[config.mk]
export PLATFORM = sky130hd
export DESIGN_NAME = lsu
export DESIGN_NICKNAME = d
export VERILOG_FILES = /design/src/mem_pkg.sv /design/src/lsu_pkg.sv /design/src/lsu_lsc_ctl.sv /design/src/lsu_dccm_ctl.sv /design/src/lsu.sv
export VERILOG_INCLUDE_DIRS = /design/src
export SDC_FILE = /design/constraint.sdc
export NUM_CORES = 1
export LEC_CHECK = 0
export BUFFER_PORTS_ARGS = -buffer_cell sky130_fd_sc_hd__buf_2
export CORE_AREA = 2 2 135 137
export DETAILED_ROUTE_END_ITERATION = 7
export DIE_AREA = 0 0 137 139
export PLACE_DENSITY = 0.73
export SKIP_CTS_REPAIR_TIMING = 1
export SLEW_MARGIN = 15
export SYNTH_ARGS = -nofsm -noshare
export SYNTH_HDL_FRONTEND = slang
export SYNTH_SLANG_ARGS = --single-unit
[constraint.sdc]
create_clock -name clk -period 5 [get_ports clk]
set_input_delay 0.5 -clock clk [delete_from_list [all_inputs] [get_ports clk]]
set_output_delay 0.5 -clock clk [all_outputs]
set_load 0.01 [all_outputs]
[src/lsu_cfg.svh]
// Fixed memory map and widths of the LSU, included by the packages, RTL and testbench
`ifndef LSU_CFG_SVH
`define LSU_CFG_SVH

// ****************************************
// Data path
// ****************************************
`define LSU_ADDR_W     32            // Address and data width

// ****************************************
// Memory map
// ****************************************
// A region hits when all bits above its bit count match its base
`define LSU_DCCM_BASE  32'hF004_0000 // DCCM base
`define LSU_DCCM_BITS  16            // 64 KB of DCCM

`define LSU_PIC_BASE   32'hF00C_0000 // PIC register block base
`define LSU_PIC_BITS   15            // 32 KB PIC window

`endif

[src/mem_pkg.sv]
// Memory-side LSU types: region code, the two address decodings and the DCCM write bundle
`default_nettype none

`include "lsu_cfg.svh"

package mem_pkg;

   // Region an effective address falls in
   typedef enum logic [1:0] {
      REG_NONE = 2'd0,   // Neither DCCM nor PIC
      REG_DCCM = 2'd1,
      REG_PIC  = 2'd2
   } region_e;

   // Address as seen by the DCCM
   typedef struct packed {
      logic [`LSU_ADDR_W-`LSU_DCCM_BITS-1:0] tag;      // Compared against DCCM base
      logic [`LSU_DCCM_BITS-3:0]             word;     // Word index into the RAM
      logic [1:0]                            byte_off; // Byte lane in the word
   } dccm_view_t;

   // Address as seen by the PIC
   typedef struct packed {
      logic [`LSU_ADDR_W-`LSU_PIC_BITS-1:0]  tag;  // Compared against PIC base
      logic [`LSU_PIC_BITS-3:0]              idx;  // Register index
      logic [1:0]                            tail; // Zero for a legal PIC access
   } pic_view_t;

   // One address word, decoded either way
   typedef union packed {
      dccm_view_t dccm;
      pic_view_t  pic;
   } lsu_addr_u;

   // DCCM write bundle, data already placed in its byte lanes
   typedef struct packed {
      logic [`LSU_DCCM_BITS-3:0] idx;
      logic [3:0]                be;
      logic [`LSU_ADDR_W-1:0]    data;
   } dccm_wr_t;

endpackage

`default_nettype wire

[src/lsu_pkg.sv]
// Pipeline-side LSU types: access size, control packet, stage record and exception report
`default_nettype none

`include "lsu_cfg.svh"

package lsu_pkg;

   // Access size from the decoder
   typedef enum logic [1:0] {
      SZ_BYTE = 2'd0,
      SZ_HALF = 2'd1,
      SZ_WORD = 2'd2
   } size_e;

   // ****************************************
   // Core to LSU control packet
   // ****************************************
   typedef struct packed {
      logic  valid;  // Single-cycle strobe
      logic  load;
      logic  store;
      logic  unsign; // Zero-extend load data
      size_e size;
   } lsu_pkt_t;

   // Everything one pipe stage carries along
   typedef struct packed {
      lsu_pkt_t           pkt;
      mem_pkg::lsu_addr_u addr;       // Effective address
      mem_pkg::region_e   region;     // Decoded in dc1
      logic               misaligned; // Alignment check from dc1
      logic [`LSU_ADDR_W-1:0] store_data;
   } stage_t;

   // Exception kind
   typedef enum logic {
      EXC_MISALIGN = 1'b0,
      EXC_ACCESS   = 1'b1  // Outside any region or illegal PIC size
   } exc_e;

   // Exception report to the core in dc3
   typedef struct packed {
      logic                   exc_valid; // Single-cycle strobe
      exc_e                   kind;
      logic [`LSU_ADDR_W-1:0] addr;      // Faulting effective address
   } error_pkt_t;

endpackage

`default_nettype wire

[src/lsu_lsc_ctl.sv]
// LSU load/store control: address generation, region decode, checks, dc2/dc3 stages, exceptions
`timescale 1ns/10ps
`default_nettype none

`include "lsu_cfg.svh"

module lsu_lsc_ctl (
   input  logic                    clk,
   input  logic                    arst_n,
   input  lsu_pkg::lsu_pkt_t       lsu_p,              // Control packet in dc1
   input  logic [`LSU_ADDR_W-1:0]  rs1,                // Base register
   input  logic [`LSU_ADDR_W-1:0]  store_data,         // Store data, sampled with lsu_p
   input  logic [11:0]             offset,             // Signed immediate
   input  logic                    flush_dc2,          // Kill dc2
   input  logic                    flush_dc3,          // Kill dc3
   output lsu_pkg::stage_t         stage_dc2,          // Valid means go to memory
   output lsu_pkg::stage_t         stage_dc3,          // Valid means load data is wanted
   output logic                    lsu_result_valid_dc3,
   output lsu_pkg::error_pkt_t     lsu_error_pkt_dc3,
   output logic                    lsu_idle_any
);

   localparam logic [`LSU_ADDR_W-1:0] DCCM_BASE = `LSU_DCCM_BASE;
   localparam logic [`LSU_ADDR_W-1:0] PIC_BASE  = `LSU_PIC_BASE;

   mem_pkg::lsu_addr_u     addr_dc1;
   lsu_pkg::stage_t        st_dc1;
   lsu_pkg::stage_t        st_dc2;   // Registered dc2, true valid
   lsu_pkg::stage_t        st_dc3;   // Registered dc3, valid survives dc2 flush only
   logic                   exc_dc2;
   logic                   exc_dc3;
   logic                   fault_dc3;
   logic                   live_dc3; // Valid and not flushed in dc3

   // PIC takes word accesses only, nothing outside the map
   function automatic logic access_fault(input mem_pkg::region_e region,
                                         input lsu_pkg::size_e   size);
      logic bad;
      bad = (region == mem_pkg::REG_NONE) |
            ((region == mem_pkg::REG_PIC) & (size != lsu_pkg::SZ_WORD));
      return bad;
   endfunction

   // ****************************************
   // dc1 address and checks
   // ****************************************
   assign addr_dc1 = rs1 + {{(`LSU_ADDR_W-12){offset[11]}}, offset}; // Sign-extended offset

   always_comb begin
      st_dc1.pkt        = lsu_p;
      st_dc1.addr       = addr_dc1;
      st_dc1.store_data = store_data;
      // Region by tag compare through each view
      if (addr_dc1.dccm.tag == DCCM_BASE[`LSU_ADDR_W-1:`LSU_DCCM_BITS])
         st_dc1.region = mem_pkg::REG_DCCM;
      else if (addr_dc1.pic.tag == PIC_BASE[`LSU_ADDR_W-1:`LSU_PIC_BITS])
         st_dc1.region = mem_pkg::REG_PIC;
      else
         st_dc1.region = mem_pkg::REG_NONE;
      // Half on odd byte, word off a word boundary
      st_dc1.misaligned = ((lsu_p.size == lsu_pkg::SZ_HALF) & addr_dc1.dccm.byte_off[0]) |
                          ((lsu_p.size == lsu_pkg::SZ_WORD) & (|addr_dc1.dccm.byte_off));
   end

   // ****************************************
   // Stage registers
   // ****************************************
   always_ff @(posedge clk or negedge arst_n) begin
      if (!arst_n) begin
         st_dc2 <= '0;
         st_dc3 <= '0;
      end else begin
         st_dc2 <= st_dc1;
         st_dc3 <= st_dc2;
         st_dc3.pkt.valid <= st_dc2.pkt.valid & ~flush_dc2; // Exceptions carry on to dc3
      end
   end

   // dc2 memory side sees no flushed or faulting access
   assign exc_dc2 = st_dc2.misaligned | access_fault(st_dc2.region, st_dc2.pkt.size);

   always_comb begin
      stage_dc2           = st_dc2;
      stage_dc2.pkt.valid = st_dc2.pkt.valid & ~flush_dc2 & ~exc_dc2;
   end

   // ****************************************
   // dc3 result and exception
   // ****************************************
   assign fault_dc3 = access_fault(st_dc3.region, st_dc3.pkt.size);
   assign exc_dc3   = st_dc3.misaligned | fault_dc3;
   assign live_dc3  = st_dc3.pkt.valid & ~flush_dc3;

   always_comb begin
      stage_dc3           = st_dc3;
      stage_dc3.pkt.valid = live_dc3 & ~exc_dc3;
   end

   assign lsu_result_valid_dc3 = live_dc3 & ~exc_dc3 & st_dc3.pkt.load;

   always_comb begin
      lsu_error_pkt_dc3.exc_valid = live_dc3 & exc_dc3;
      // Misaligned wins over access fault
      lsu_error_pkt_dc3.kind      = st_dc3.misaligned ? lsu_pkg::EXC_MISALIGN
                                                      : lsu_pkg::EXC_ACCESS;
      lsu_error_pkt_dc3.addr      = st_dc3.addr;
   end

   // Nothing in dc1, dc2 or dc3
   assign lsu_idle_any = ~(lsu_p.valid | st_dc2.pkt.valid | st_dc3.pkt.valid);

   // A result always traces back to a load strobe two cycles earlier
   a_result_latency: assert property (@(posedge clk) disable iff (!arst_n)
      lsu_result_valid_dc3 |-> $past(lsu_p.valid && lsu_p.load, 2));

endmodule

`default_nettype wire

[src/lsu_dccm_ctl.sv]
// LSU DCCM/PIC port control in dc2 and load data alignment and extension in dc3
`timescale 1ns/10ps
`default_nettype none

`include "lsu_cfg.svh"

module lsu_dccm_ctl (
   input  lsu_pkg::stage_t            stage_dc2,    // Valid already masked by flush and faults
   input  lsu_pkg::stage_t            stage_dc3,
   // DCCM port
   output logic                       dccm_rden,
   output logic                       dccm_wren,
   output logic [`LSU_DCCM_BITS-3:0]  dccm_rd_addr, // Word index
   output mem_pkg::dccm_wr_t          dccm_wr,
   input  logic [`LSU_ADDR_W-1:0]     dccm_rd_data, // One cycle after dccm_rden
   // PIC port
   output logic                       picm_rden,
   output logic                       picm_wren,
   output logic [`LSU_ADDR_W-1:0]     picm_addr,
   output logic [`LSU_ADDR_W-1:0]     picm_wr_data,
   input  logic [`LSU_ADDR_W-1:0]     picm_rd_data, // One cycle after picm_rden
   output logic [`LSU_ADDR_W-1:0]     lsu_result_dc3
);

   logic                   dccm_go;   // Valid DCCM access in dc2
   logic                   pic_go;    // Valid PIC access in dc2
   logic [1:0]             off_dc2;
   logic [1:0]             off_dc3;
   logic [3:0]             be_base;   // Enables before the lane shift
   logic [`LSU_ADDR_W-1:0] rd_word;
   logic [`LSU_ADDR_W-1:0] rd_shift;  // Addressed bytes moved down to lane 0

   // ****************************************
   // dc2 port control
   // ****************************************
   assign dccm_go = stage_dc2.pkt.valid & (stage_dc2.region == mem_pkg::REG_DCCM);
   assign pic_go  = stage_dc2.pkt.valid & (stage_dc2.region == mem_pkg::REG_PIC);
   assign off_dc2 = stage_dc2.addr.dccm.byte_off;

   assign dccm_rden    = dccm_go & stage_dc2.pkt.load;
   assign dccm_wren    = dccm_go & stage_dc2.pkt.store;
   assign dccm_rd_addr = stage_dc2.addr.dccm.word;

   always_comb begin
      case (stage_dc2.pkt.size)
         lsu_pkg::SZ_BYTE: be_base = 4'b0001;
         lsu_pkg::SZ_HALF: be_base = 4'b0011;
         default:          be_base = 4'b1111;
      endcase
   end

   always_comb begin
      dccm_wr.idx  = stage_dc2.addr.dccm.word;
      dccm_wr.be   = be_base << off_dc2;                         // Lanes hit by the store
      dccm_wr.data = stage_dc2.store_data << {off_dc2, 3'b000}; // Data into its lanes
   end

   // PIC is word only, so the address goes out on a word boundary
   assign picm_rden    = pic_go & stage_dc2.pkt.load;
   assign picm_wren    = pic_go & stage_dc2.pkt.store;
   assign picm_addr    = {stage_dc2.addr.pic.tag, stage_dc2.addr.pic.idx, 2'b00};
   assign picm_wr_data = stage_dc2.store_data;

   // ****************************************
   // dc3 load alignment
   // ****************************************
   assign off_dc3  = stage_dc3.addr.dccm.byte_off;
   assign rd_word  = (stage_dc3.region == mem_pkg::REG_PIC) ? picm_rd_data : dccm_rd_data;
   assign rd_shift = rd_word >> {off_dc3, 3'b000};

   always_comb begin
      case (stage_dc3.pkt.size)
         lsu_pkg::SZ_BYTE: // Sign bit 7 unless unsigned
            lsu_result_dc3 = {{(`LSU_ADDR_W-8){~stage_dc3.pkt.unsign & rd_shift[7]}},
                              rd_shift[7:0]};
         lsu_pkg::SZ_HALF: // Sign bit 15 unless unsigned
            lsu_result_dc3 = {{(`LSU_ADDR_W-16){~stage_dc3.pkt.unsign & rd_shift[15]}},
                              rd_shift[15:0]};
         default:
            lsu_result_dc3 = rd_shift; // Word passes as is
      endcase
   end

   // Read and write never together on one port
   always_comb begin
      a_dccm_rd_wr: assert #0 (!(dccm_rden && dccm_wren));
      a_picm_rd_wr: assert #0 (!(picm_rden && picm_wren));
   end

endmodule

`default_nettype wire

[src/lsu.sv]
// LSU top: joins load/store control and DCCM control to the core and memory ports
`timescale 1ns/10ps
`default_nettype none

`include "lsu_cfg.svh"

module lsu (
   input  logic                       clk,
   input  logic                       arst_n,
   // Core side
   input  lsu_pkg::lsu_pkt_t          lsu_p,                // Access strobe and control
   input  logic [`LSU_ADDR_W-1:0]     rs1,
   input  logic [`LSU_ADDR_W-1:0]     store_data,
   input  logic [11:0]                offset,
   input  logic                       flush_dc2,
   input  logic                       flush_dc3,
   output logic [`LSU_ADDR_W-1:0]     lsu_result_dc3,       // Load data
   output logic                       lsu_result_valid_dc3, // Two cycles after strobe
   output lsu_pkg::error_pkt_t        lsu_error_pkt_dc3,
   output logic                       lsu_idle_any,
   // DCCM
   output logic                       dccm_rden,
   output logic                       dccm_wren,
   output logic [`LSU_DCCM_BITS-3:0]  dccm_rd_addr,
   output mem_pkg::dccm_wr_t          dccm_wr,
   input  logic [`LSU_ADDR_W-1:0]     dccm_rd_data,
   // PIC
   output logic                       picm_rden,
   output logic                       picm_wren,
   output logic [`LSU_ADDR_W-1:0]     picm_addr,
   output logic [`LSU_ADDR_W-1:0]     picm_wr_data,
   input  logic [`LSU_ADDR_W-1:0]     picm_rd_data
);

   lsu_pkg::stage_t stage_dc2; // Memory access stage
   lsu_pkg::stage_t stage_dc3; // Load data stage

   lsu_lsc_ctl u_lsc_ctl (
      .clk                  (clk),
      .arst_n               (arst_n),
      .lsu_p                (lsu_p),
      .rs1                  (rs1),
      .store_data           (store_data),
      .offset               (offset),
      .flush_dc2            (flush_dc2),
      .flush_dc3            (flush_dc3),
      .stage_dc2            (stage_dc2),
      .stage_dc3            (stage_dc3),
      .lsu_result_valid_dc3 (lsu_result_valid_dc3),
      .lsu_error_pkt_dc3    (lsu_error_pkt_dc3),
      .lsu_idle_any         (lsu_idle_any)
   );

   lsu_dccm_ctl u_dccm_ctl (
      .stage_dc2      (stage_dc2),
      .stage_dc3      (stage_dc3),
      .dccm_rden      (dccm_rden),
      .dccm_wren      (dccm_wren),
      .dccm_rd_addr   (dccm_rd_addr),
      .dccm_wr        (dccm_wr),
      .dccm_rd_data   (dccm_rd_data),
      .picm_rden      (picm_rden),
      .picm_wren      (picm_wren),
      .picm_addr      (picm_addr),
      .picm_wr_data   (picm_wr_data),
      .picm_rd_data   (picm_rd_data),
      .lsu_result_dc3 (lsu_result_dc3)
   );

endmodule

`default_nettype wire

==> out/results.tsv, run 1 <==
stage	metric	value	unit
critical_path	reg2reg_depth	1	
route	post_drt_via_cell_ratio	5.09	
critical_path	critical_path_required	4500	ps
pwr	power.density	370	nW/um^2
logic_synthesis	async_reset_ff_share	100	%
logic_synthesis	synth.ff_latch_count	113	
global_routing	grt_use_total	21.1	%
sta	max_slew_margin	26.8	%
logic_synthesis	post_synth.cell_area_avg	9.42	um^2
critical_path	worst-path-max-fanout	28	
finish	nets	1176	
clocking	tritoncts	yes	
sta	clock-skew-final	3.76	ps
placed_design	detailedPlacementHpwl	16700	um
floorplanning	number_of_standard_cell_rows_in_the_floorplan	49	
logic_synthesis	synth_edf_count	0	
floorplanning	io_count	350	
sta	timing_max_transition_violations_final	0	
finish	layout-drive-gt1-share	41.0	%
critical_path	r2r_setup_slack	4090	ps
floorplanning	core_area	17700	um^2
finish	sequential_cell_area	2830	um^2
critical_path	setup.worst_path.class	reg2out	
critical_path	worst_ep_arrival_time	3520	ps
finish	most-common-layout-cells	346 x sky130_fd_sc_hd__buf_2, 113 x sky130_fd_sc_hd__dfrtp_1, 67 x sky130_fd_sc_hd__nand2_1	
global_routing	first_global_vias	6166	
route	drc_violations_left	0	
placed_design	io_buffer_count	347	
sta	period_needed	4020	ps
sta	setup-violations-final	0	
global_routing	pin_count_of_the_biggest_net_entering_global_routing	75	
sta	final-hold-violation-count	0	
route	drt-initial-drc-count	248	
clocking	clk_pin_slew	50	ps
global_routing	gr-total-overflow	0	
sta	rsz0062_at_grt	false	
sta	worst_slew_pin_tran	1090	ps
route	vias	6296	
pwr	fin_total_pwr	3.31	mW
route	antenna_violating_nets_post_route	0	
critical_path	end_kind	primary output	
clocking	ctsRootBufferMaster	sky130_fd_sc_hd__clkbuf_16	
floorplanning	die_y	139	um
critical_path	r2r-end	u_lsc_ctl.lsu_error_pkt_dc3[0]	
logic_synthesis	synth_flop_cell	sky130_fd_sc_hd__dfrtp_1	
floorplanning	initial_core_utilization	41.6	%
outcome	run_status	finished, final reports clean	
pwr	maximum_ir_drop_on_the_vdd_rail	223	uV
critical_path	startpoint_type	register	
finish	area_growth	21.9	%
clocking	worst_skew_pair.late_latency	400	ps
sta	layout_worst_path_cycle_share	80.5	%
logic_synthesis	synth.distinct_cells	67	
run	maxCapViolCount	0	
route	post_drt_wl_per_cell	16.7	um
finish	nFillCells	1633	
floorplanning	chipWidth	137	um
floorplanning	full_die_area	19000	um^2
clocking	cts.sink_count	113	
hold_path	hold_path_class	in2reg	
logic_synthesis	synth-seq-area-share	38.5	%
route	wirelength	20700	um
critical_path	regToRegStartpoint	u_lsc_ctl.stage_dc2[35]	
finish	layout_commonest_cell	sky130_fd_sc_hd__buf_2	
logic_synthesis	synthCells	780	
clocking	htreeDepth	4	
critical_path	critPathCapture	lsu_result_dc3[31]	
placed_design	gp_congestion	0.894	
logic_synthesis	synthesis.yosys.warnings	0	
route	drt_pre_antenna_iters	5	
logic_synthesis	post_synth_instance_area	7350	um^2
sta	setup_tns	0	ps
sta	max_freq	249	MHz
global_routing	grt_antenna_before_repair	3	
clocking	numCtsBuffers	17	
clocking	cts-root-to-sink-buffers	2	
pwr	cellLeakagePower	4.49	nW
global_routing	first_pass_grt_wire_length	31300	um
critical_path	cp-startpoint	u_lsc_ctl.stage_dc3[33]	
finish	multi_input_area	3390	um^2
where the power goes:
part | internal, mW | switching, mW
Combinational | 0.397 | 0.560
Clock | 0.812 | 0.413
Sequential | 1.04 | 0.0863
area by class of cell:
| type | instances | area share [%] |
|---|---|---|
| Antenna cell | 3 | 0.0838 |
| Clock buffer | 20 | 5.10 |
| Clock inverter | 11 | 1.72 |
| Inverter | 15 | 0.628 |
| Multi-Input combinational cell | 495 | 37.9 |
| Sequential cell | 113 | 31.6 |
| Tap cell | 229 | 3.20 |
| Timing Repair Buffer | 352 | 19.8 |
cells in the mapped netlist (14+ instances only):
cell type | n | area [um^2]
sky130_fd_sc_hd__a211oi_1 | 19 | 143
sky130_fd_sc_hd__nor2_1 | 42 | 158
sky130_fd_sc_hd__mux2i_1 | 47 | 470
sky130_fd_sc_hd__ha_1 | 31 | 388
sky130_fd_sc_hd__dfrtp_1 | 113 | 2830
sky130_fd_sc_hd__a21oi_1 | 49 | 245
sky130_fd_sc_hd__buf_4 | 125 | 938
sky130_fd_sc_hd__xnor2_1 | 14 | 123
sky130_fd_sc_hd__nor2b_1 | 19 | 119
sky130_fd_sc_hd__and2_1 | 14 | 87.6
sky130_fd_sc_hd__o21ai_0 | 59 | 295
sky130_fd_sc_hd__nand2_1 | 67 | 251
sky130_fd_sc_hd__inv_1 | 15 | 56.3
sky130_fd_sc_hd__clkbuf_1 | 21 | 78.8
metal layers:
layer  GRT usage (%)  routed length (um)
met5               0                   0
met1            23.6                7980
met4            9.22                 643
met3            4.24                1240
met2            38.2               10800
cells by family after synthesis:
group | share of synthesized area, %
simple gates | 12.8
compound gates | 15.8
buf+inv | 15.5
flops | 38.5
mux | 8.85
fa+ha+maj | 5.55
xor+xnor | 2.98
other cells | 0.0510
worst min-delay path by stage:
| stage | from | end | slack (ps) | cells after the start |
|---|---|---|---|---|
| after floorplan | arst_n | u_lsc_ctl.lsu_error_pkt_dc3[0] | 200 | 0 |
| after global placement | u_lsc_ctl.stage_dc2[69] | u_lsc_ctl.stage_dc3[69] | 350 | 0 |
| after detailed placement | u_lsc_ctl.stage_dc2[69] | u_lsc_ctl.stage_dc3[69] | 350 | 0 |
| after CTS | store_data[7] | u_lsc_ctl.stage_dc2[7] | 180 | 1 |
| after global routing | store_data[23] | u_lsc_ctl.stage_dc2[23] | 170 | 1 |
| final | store_data[3] | u_lsc_ctl.stage_dc2[3] | 200 | 1 |
worst max-delay path: stages (launching register included):
cell and delay [ps]:
sky130_fd_sc_hd__dfrtp_1 400, sky130_fd_sc_hd__nor2b_4 260, sky130_fd_sc_hd__buf_4 440, sky130_fd_sc_hd__mux2i_1 300
sky130_fd_sc_hd__mux2i_1 130, sky130_fd_sc_hd__a21oi_1 210, sky130_fd_sc_hd__inv_1 70, sky130_fd_sc_hd__o211ai_1 860
sky130_fd_sc_hd__o21ai_0 220, sky130_fd_sc_hd__buf_2 220
state kept, by name, summed over array words and instances, names as in the netlist:
name,cells
u_lsc_ctl.stage_dc2,72
u_lsc_ctl.lsu_error_pkt_dc3,32
u_lsc_ctl.stage_dc3,7
u_lsc_ctl.st_dc2,1
u_lsc_ctl.st_dc3,1
per-stage QoR:
step                      instance area, um^2  std cells  worst slack (ps)  hold slack (ps)  util [%]
final                                    8960       1238               977              199      50.7
after global routing                     8960       1238               671              174      50.7
after global placement                   8340       1204              1420              351      47.2
after detailed placement                 8340       1204              1390              350      47.2
after floorplan                          7350        781              1770              204         -
after CTS                                8950       1235              1000              181      50.7
Power figures use the tool's default switching activity.
==> run 2: changes to the inputs <==
--- a/config.mk
+++ b/config.mk
@@ -7,10 +7,10 @@
 export NUM_CORES = 1
 export LEC_CHECK = 0
 export BUFFER_PORTS_ARGS = -buffer_cell sky130_fd_sc_hd__buf_2
-export CORE_AREA = 2 2 135 137
+export CORE_AREA = 2 2 134 136
 export DETAILED_ROUTE_END_ITERATION = 7
-export DIE_AREA = 0 0 137 139
-export PLACE_DENSITY = 0.73
+export DIE_AREA = 0 0 136 138
+export PLACE_DENSITY = 0.77
 export SKIP_CTS_REPAIR_TIMING = 1
 export SLEW_MARGIN = 15
 export SYNTH_ARGS = -nofsm -noshare
==> constraint.sdc (replaced) <==
create_clock -name clk -period 3.35 [get_ports clk]
set_input_delay 0.335 -clock clk [delete_from_list [all_inputs] [get_ports clk]]
set_output_delay 0.335 -clock clk [all_outputs]
set_load 0.01 [all_outputs]
==> run 2 against run 1 <==
Compared with the run above:
- clock-buffer cell count down 2
- clock power up 50%
- utilization up 1.6 points
- setup slack worse by 680 ps
- total power up 52%
- non-clock buffer count up 29
- register-to-register slack worse by 2100 ps
- critical path depth up 2
- final area up 2.5%
- critical path type is now in2reg
- critical endpoint is now u_lsc_ctl.stage_dc2[34]
- largest power group unchanged
==> out/results.tsv, run 2 (synthesized netlist as in run 1, its figures left out) <==
stage	metric	value	unit	change
outcome	run_status	finished, final reports clean		
clocking	cts.sink_count	113		unchanged
finish	layout_commonest_cell	sky130_fd_sc_hd__buf_2		
sta	setup_tns	0	ps	unchanged
finish	largest_reg_flops	72		unchanged
route	drc_violations_left	0		unchanged
sta	clock-skew-final	5.00	ps	+1.24 ps
pwr	p_int	3.33	mW	+48%
sta	layout_worst_path_cycle_share	91.3	%	
clocking	clk_pin_slew	60	ps	about the same
sta	final-hold-violation-count	0		unchanged
critical_path	reg2reg_depth	1		unchanged
floorplanning	die_y	138	um	-0.72%
pwr	clock_power_share	36.8	%	-0.2 points
hold_path	timing.hold.worst_endpoint	u_lsc_ctl.stage_dc2[0]		
critical_path	path_cells	buf_2 -> ha_1 -> fa_1 -> a211oi_1 -> o211ai_1 -> and2_1 -> o211a_1 -> or3_2 -> a21o_1 -> or4_4 -> nor4_1		
global_routing	first_global_vias	6274		+1.8%
floorplanning	full_die_area	18800	um^2	-1.4%
finish	area_growth	24.9	%	
critical_path	r2r-end	u_lsc_ctl.lsu_error_pkt_dc3[0]		
pwr	comb_power_share	29.7	%	+0.8 points
critical_path	worst_ep_arrival_time	3350	ps	-170 ps
critical_path	max_stage_delay	420	ps	-440 ps
pwr	fin_total_pwr	5.02	mW	+52%
placed_design	detailedPlacementHpwl	17600	um	+5.3%
floorplanning	number_of_standard_cell_rows_in_the_floorplan	49		unchanged
global_routing	grt_antenna_before_repair	3		unchanged
sta	fin_hold_ws	27.7	ps	-172 ps
floorplanning	chipWidth	136	um	-0.73%
clocking	worst_skew_pair.late_latency	410	ps	about the same
pwr	maximum_ir_drop_on_the_vdd_rail	338	uV	+51%
critical_path	cp-startpoint	offset[0]		
global_routing	pin_count_of_the_biggest_net_entering_global_routing	69		-8.0%
finish	most-common-layout-cells	346 x sky130_fd_sc_hd__buf_2, 113 x sky130_fd_sc_hd__dfrtp_1, 67 x sky130_fd_sc_hd__nand2_1		
pwr	netSwitchingFraction	33.6	%	+1.7 points
finish	postLayoutCoreUtil	52.4	%	+1.6 points
sta	period_needed	3060	ps	
clocking	numCtsBuffers	17		unchanged
floorplanning	core_area	17500	um^2	-0.69%
critical_path	worst-path-max-fanout	2		-93%
hold_path	hp-start	store_data[0]		
finish	final_cell_count_no_fill	1266		+2.3%
floorplanning	initial_core_utilization	41.9	%	+0.29 points
hold_path	hold_critical_path_depth	1		unchanged
critical_path	end_kind	register		
route	antenna_violating_nets_post_route	0		unchanged
pwr	power_switching	1.69	mW	+60%
route	post_drt_via_cell_ratio	5.10		+0.21%
route	wirelength	21800	um	+5.1%
critical_path	setup.worst_path.class	in2reg		
critical_path	r2r_setup_slack	2030	ps	-2060 ps
clocking	htreeDepth	4		unchanged
global_routing	grt_use_total	22.4	%	+1.3 points
clocking	ctsRootBufferMaster	sky130_fd_sc_hd__clkbuf_16		
clocking	cts-root-to-sink-buffers	2		unchanged
pwr	power_frac_seq	33.5	%	-0.6 points
critical_path	startpoint_type	input port		
placed_design	gp_congestion	0.939		+5.0%
hold_path	hold_path_class	in2reg		
critical_path	critical_path_required	3640	ps	-860 ps
sta	worst_slew_pin_tran	872	ps	-222 ps
route	post_drt_wl_per_cell	17.2	um	+2.8%
sta	setup-violations-final	0		unchanged
critical_path	cpMaxStageDelayCell	sky130_fd_sc_hd__or3_2		
finish	layout-drive-gt1-share	42.8	%	+1.8 points
sta	timing_max_transition_violations_final	0		unchanged
critical_path	regToRegStartpoint	u_lsc_ctl.stage_dc2[35]		
sta	rsz0062_at_grt	false		
global_routing	first_pass_grt_wire_length	32600	um	+4.4%
placed_design	io_buffer_count	347		unchanged
critical_path	cp_top_family	simple AND/OR/NAND/NOR gates		
finish	nets	1205		+2.5%
clocking	tritoncts	yes		
run	maxCapViolCount	0		unchanged
placed_design	dp_cells	1233		+2.4%
pwr	cellLeakagePower	4.64	nW	+3.3%
route	drt-initial-drc-count	340		+37%
finish	nFillCells	1623		-0.61%
route	vias	6452		+2.5%
sta	max_freq	327	MHz	
floorplanning	io_count	350		unchanged
pwr	power.density	547	nW/um^2	+48%
route	drt_pre_antenna_iters	4		-1
critical_path	count_of_buffering_cells_on_the_critical_path_with_inverters_included	1		-2
sta	max_slew_margin	41.9	%	+15 points
global_routing	gr-total-overflow	0		unchanged
run 2: changes by cell type in the layout (fill, tap and decap cells not counted), sizes merged:
cell      before  now
bufinv         3    2
clkinv         3    2
diode          3    1
buf          352  381
clkbuf        20   18
clkinvlp       2    1
inv           18   24
run 2: worst max-delay path by stage:
stage / endpoint / slack, ps / cells past startpoint
4_1_cts: u_lsc_ctl.stage_dc2[34] / 330 / 11
3_5_place_dp: u_lsc_ctl.stage_dc2[34] / -80 / 11
5_1_grt: u_lsc_ctl.stage_dc2[34] / 130 / 12
3_3_place_gp: u_lsc_ctl.stage_dc2[34] / -10 / 11
2_1_floorplan: u_lsc_ctl.stage_dc2[34] / 280 / 10
6_report: u_lsc_ctl.stage_dc2[34] / 290 / 11
run 2: layout make-up:
| cell class | instances | area [um^2] | area share (%) |
|---|---|---|---|
| Clock buffer | 18 | 439 | 4.78 |
| Sequential cell | 113 | 2830 | 30.8 |
| Tap cell | 229 | 287 | 3.12 |
| Multi-Input combinational cell | 495 | 3390 | 37.0 |
| Inverter | 15 | 56.3 | 0.613 |
| Clock inverter | 14 | 168 | 1.83 |
| Timing Repair Buffer | 381 | 2010 | 21.9 |
| Antenna cell | 1 | 2.50 | 0.0273 |
run 2: power by group through the flow:
stage | registers (mW) | clock network, mW | logic, mW
after global routing | 1.71 | 1.96 | 1.61
after global placement | 1.70 | 0 | 1.47
after detailed placement | 1.71 | 0 | 1.48
after floorplan | 1.66 | 0 | 1.16
after CTS | 1.69 | 1.89 | 1.49
final | 1.68 | 1.85 | 1.49
run 2: metal layers:
metal	wire length (um)	global-route usage, %	up-vias
met5	13	0	-
met4	572	8.39	2
met3	1320	4.14	39
met2	11600	42.1	253
met1	8300	24.6	3059
li1	-	-	3099
run 2: per-stage QoR:
step | worst slack, ps | area [um^2]
2_1_floorplan | 282 | 7350
3_3_place_gp | -9.80 | 8570
3_5_place_dp | -84.2 | 8570
4_1_cts | 331 | 9180
5_1_grt | 133 | 9180
6_report | 293 | 9180
==> run 3: changes to the inputs <==
--- a/config.mk
+++ b/config.mk
@@ -7,10 +7,10 @@
 export NUM_CORES = 1
 export LEC_CHECK = 0
 export BUFFER_PORTS_ARGS = -buffer_cell sky130_fd_sc_hd__buf_2
-export CORE_AREA = 2 2 134 136
+export CORE_AREA = 2 2 135 137
 export DETAILED_ROUTE_END_ITERATION = 7
-export DIE_AREA = 0 0 136 138
-export PLACE_DENSITY = 0.77
+export DIE_AREA = 0 0 137 139
+export PLACE_DENSITY = 0.73
 export SKIP_CTS_REPAIR_TIMING = 1
 export SLEW_MARGIN = 15
 export SYNTH_ARGS = -nofsm -noshare
==> constraint.sdc (replaced) <==
create_clock -name clk -period 2.9 [get_ports clk]
set_input_delay 0.29 -clock clk [delete_from_list [all_inputs] [get_ports clk]]
set_output_delay 0.29 -clock clk [all_outputs]
set_load 0.01 [all_outputs]
==> run 3 against run 2 <==
Compared with the run above:
- final cell count rose by 9.2%
- flip-flop and latch count did not move
- clock-buffer cell count did not move
- sequential share of layout area fell by 2.9 points
- first-iteration DRC count fell by 21%
- clock power rose by 7%
- die area rose by 1.5%
- non-clock buffer count rose by 117
- sequential power rose by 15%
- via count rose by 6.9%
==> out/results.tsv, run 3 (synthesized netlist as in run 1, its figures left out) <==
stage	metric	value	unit	change
route	drt_pre_antenna_iters	4		unchanged
finish	insertedDiodeCount	0		-1
sta	final-hold-violation-count	0		unchanged
critical_path	max_stage_delay	400	ps	-20 ps
floorplanning	io_count	350		unchanged
route	vias	6895		+6.9%
hold_path	hold_path_class	in2reg		
sta	setup-violations-final	0		unchanged
finish	layout_commonest_cell	sky130_fd_sc_hd__buf_2		
hold_path	hp-start	lsu_p[1]		
critical_path	worstSetupPathDepth	9		-2
placed_design	post_dp_cell_area	9180	um^2	+7.1%
finish	sequential_cell_area	2830	um^2	unchanged
placed_design	io_buffer_count	347		unchanged
critical_path	critical_path_required	2610	ps	-1030 ps
route	antenna_violating_nets_post_route	0		unchanged
critical_path	cpMaxStageDelayCell	sky130_fd_sc_hd__dfrtp_1		
finish	nets	1322		+9.7%
sta	timing_max_transition_violations_final	0		unchanged
finish	multi_input_area	3430	um^2	+0.96%
critical_path	worst_ep_arrival_time	2570	ps	-780 ps
route	wirelength	22800	um	+4.8%
global_routing	first_global_vias	6653		+6.0%
global_routing	grt_use_total	22.7	%	+0.25 points
pwr	power.density	578	nW/um^2	+5.7%
floorplanning	core_area	17700	um^2	+0.70%
placed_design	detailedPlacementHpwl	17900	um	+2.2%
floorplanning	number_of_standard_cell_rows_in_the_floorplan	49		unchanged
critical_path	regToRegStartpoint	u_lsc_ctl.stage_dc2[35]		
clocking	ctsRootBufferMaster	sky130_fd_sc_hd__clkbuf_16		
hold_path	hold_critical_path_depth	1		unchanged
clocking	cts.sink_count	113		unchanged
global_routing	first_pass_grt_wire_length	33600	um	+3.0%
sta	clock-skew-final	5.18	ps	+0.176 ps
critical_path	cp-startpoint	u_lsc_ctl.stage_dc3[33]		
sta	layout_worst_path_cycle_share	98.8	%	
floorplanning	initial_core_utilization	41.6	%	-0.29 points
route	post_drt_via_cell_ratio	4.99		-2.1%
critical_path	end_kind	primary output		
critical_path	count_of_buffering_cells_on_the_critical_path_with_inverters_included	3		+2
outcome	run_status	finished, final reports clean		
sta	rsz0062_at_grt	true		
finish	nFillCells	1571		-3.2%
clocking	cts-root-to-sink-buffers	2		unchanged
clocking	htreeDepth	4		unchanged
clocking	worst_skew_pair.late_latency	410	ps	about the same
global_routing	gr-total-overflow	0		unchanged
global_routing	grt_antenna_before_repair	1		-2
pwr	cellLeakagePower	5.16	nW	+11%
route	drt-initial-drc-count	269		-21%
global_routing	pin_count_of_the_biggest_net_entering_global_routing	61		-12%
clocking	numCtsBuffers	17		unchanged
finish	layout-drive-gt1-share	45.7	%	+2.9 points
critical_path	cp_top_family	multiplexers		
floorplanning	full_die_area	19000	um^2	+1.5%
critical_path	startpoint_type	register		
sta	max_freq	349	MHz	
floorplanning	die_y	139	um	+0.72%
sta	worst_slew_pin_tran	654	ps	-218 ps
critical_path	path_cells	nor2b_4 -> mux2i_2 -> mux2i_1 -> a21oi_1 -> inv_1 -> o211ai_1 -> buf_4 -> o21ai_0 -> buf_2		
finish	most-common-layout-cells	346 x sky130_fd_sc_hd__buf_2, 114 x sky130_fd_sc_hd__buf_4, 113 x sky130_fd_sc_hd__dfrtp_1		
clocking	tritoncts	yes		
finish	largest_reg_flops	72		unchanged
pwr	maximum_ir_drop_on_the_vdd_rail	435	uV	+29%
finish	area_growth	37.9	%	
route	post_drt_wl_per_cell	16.5	um	-4.0%
clocking	clk_pin_slew	50	ps	about the same
critical_path	worst-path-max-fanout	16		+14
sta	max_slew_margin	55.9	%	+14 points
finish	postLayoutCoreUtil	57.4	%	+5.0 points
finish	stdcell_area	10100	um^2	+10%
critical_path	setup.worst_path.class	reg2out		
route	drc_violations_left	0		unchanged
placed_design	gp_congestion	0.885		-5.7%
floorplanning	chipWidth	137	um	+0.74%
sta	period_needed	2860	ps	
critical_path	reg2reg_depth	2		+1
run	maxCapViolCount	0		unchanged
## run 3: cell count changes in the layout (fill, tap and decap cells not counted), sizes merged, moves of 2 or more
cell         delta
dlygate4sd3    +37
clkinv          +2
clkinvlp        +2
inv             -3
buf            +80
## run 3: worst paths after layout
kind	slack, ps	endpoint
worst max-delay path	40	lsu_result_dc3[29]
max in group asynchronous	1810	u_lsc_ctl.lsu_error_pkt_dc3[3]
worst min register to register	360	u_lsc_ctl.stage_dc3[69]
worst max register to register	1890	u_lsc_ctl.lsu_error_pkt_dc3[0]
min in group asynchronous	340	u_lsc_ctl.lsu_error_pkt_dc3[17]
worst min-delay path	10	u_lsc_ctl.stage_dc2[68]
## run 3: final cells by class
type / count / area share, %
tap: 229 / 2.83
clock inverter: 14 / 1.27
sequential: 113 / 27.9
inverter: 15 / 0.556
clock buffer: 18 / 4.24
timing repair buffer: 498 / 29.4
multi-input combinational: 495 / 33.8
## run 3: metrics by stage
| step | setup WS [ps] | power (mW) | TNS, ps | hold WS [ps] | cells |
|---|---|---|---|---|---|
| after CTS | -15.8 | 5.86 | -15.8 | -228 | 1345 |
| after global placement | -306 | 3.82 | -534 | 218 | 1313 |
| after global routing | -36.5 | 6.16 | -150 | 0.941 | 1382 |
| after floorplan | -28.5 | 3.26 | -28.5 | -5.59 | 781 |
| after detailed placement | -357 | 3.85 | -600 | 224 | 1313 |
| final | 36.0 | 5.86 | 0 | 10.3 | 1382 |
## run 3: per-layer routing
layer | share of wire, % | routed length, um | vias up | global-route usage (%)
li1 | - | - | 3336 | -
met1 | 37 | 8540 | 3241 | 24.4
met2 | 54 | 12300 | 259 | 42.4
met3 | 6.5 | 1490 | 57 | 5.15
met4 | 2.0 | 463 | 2 | 8.19
met5 | 0.057 | 13 | - | 0
## run 3: report_power, final
group          switching [mW]  internal, mW  leakage, nW
clock                   0.790          1.19        0.268
combinational            1.04         0.899         3.56
sequential              0.141          1.80         1.33
total                    1.97          3.89         5.16
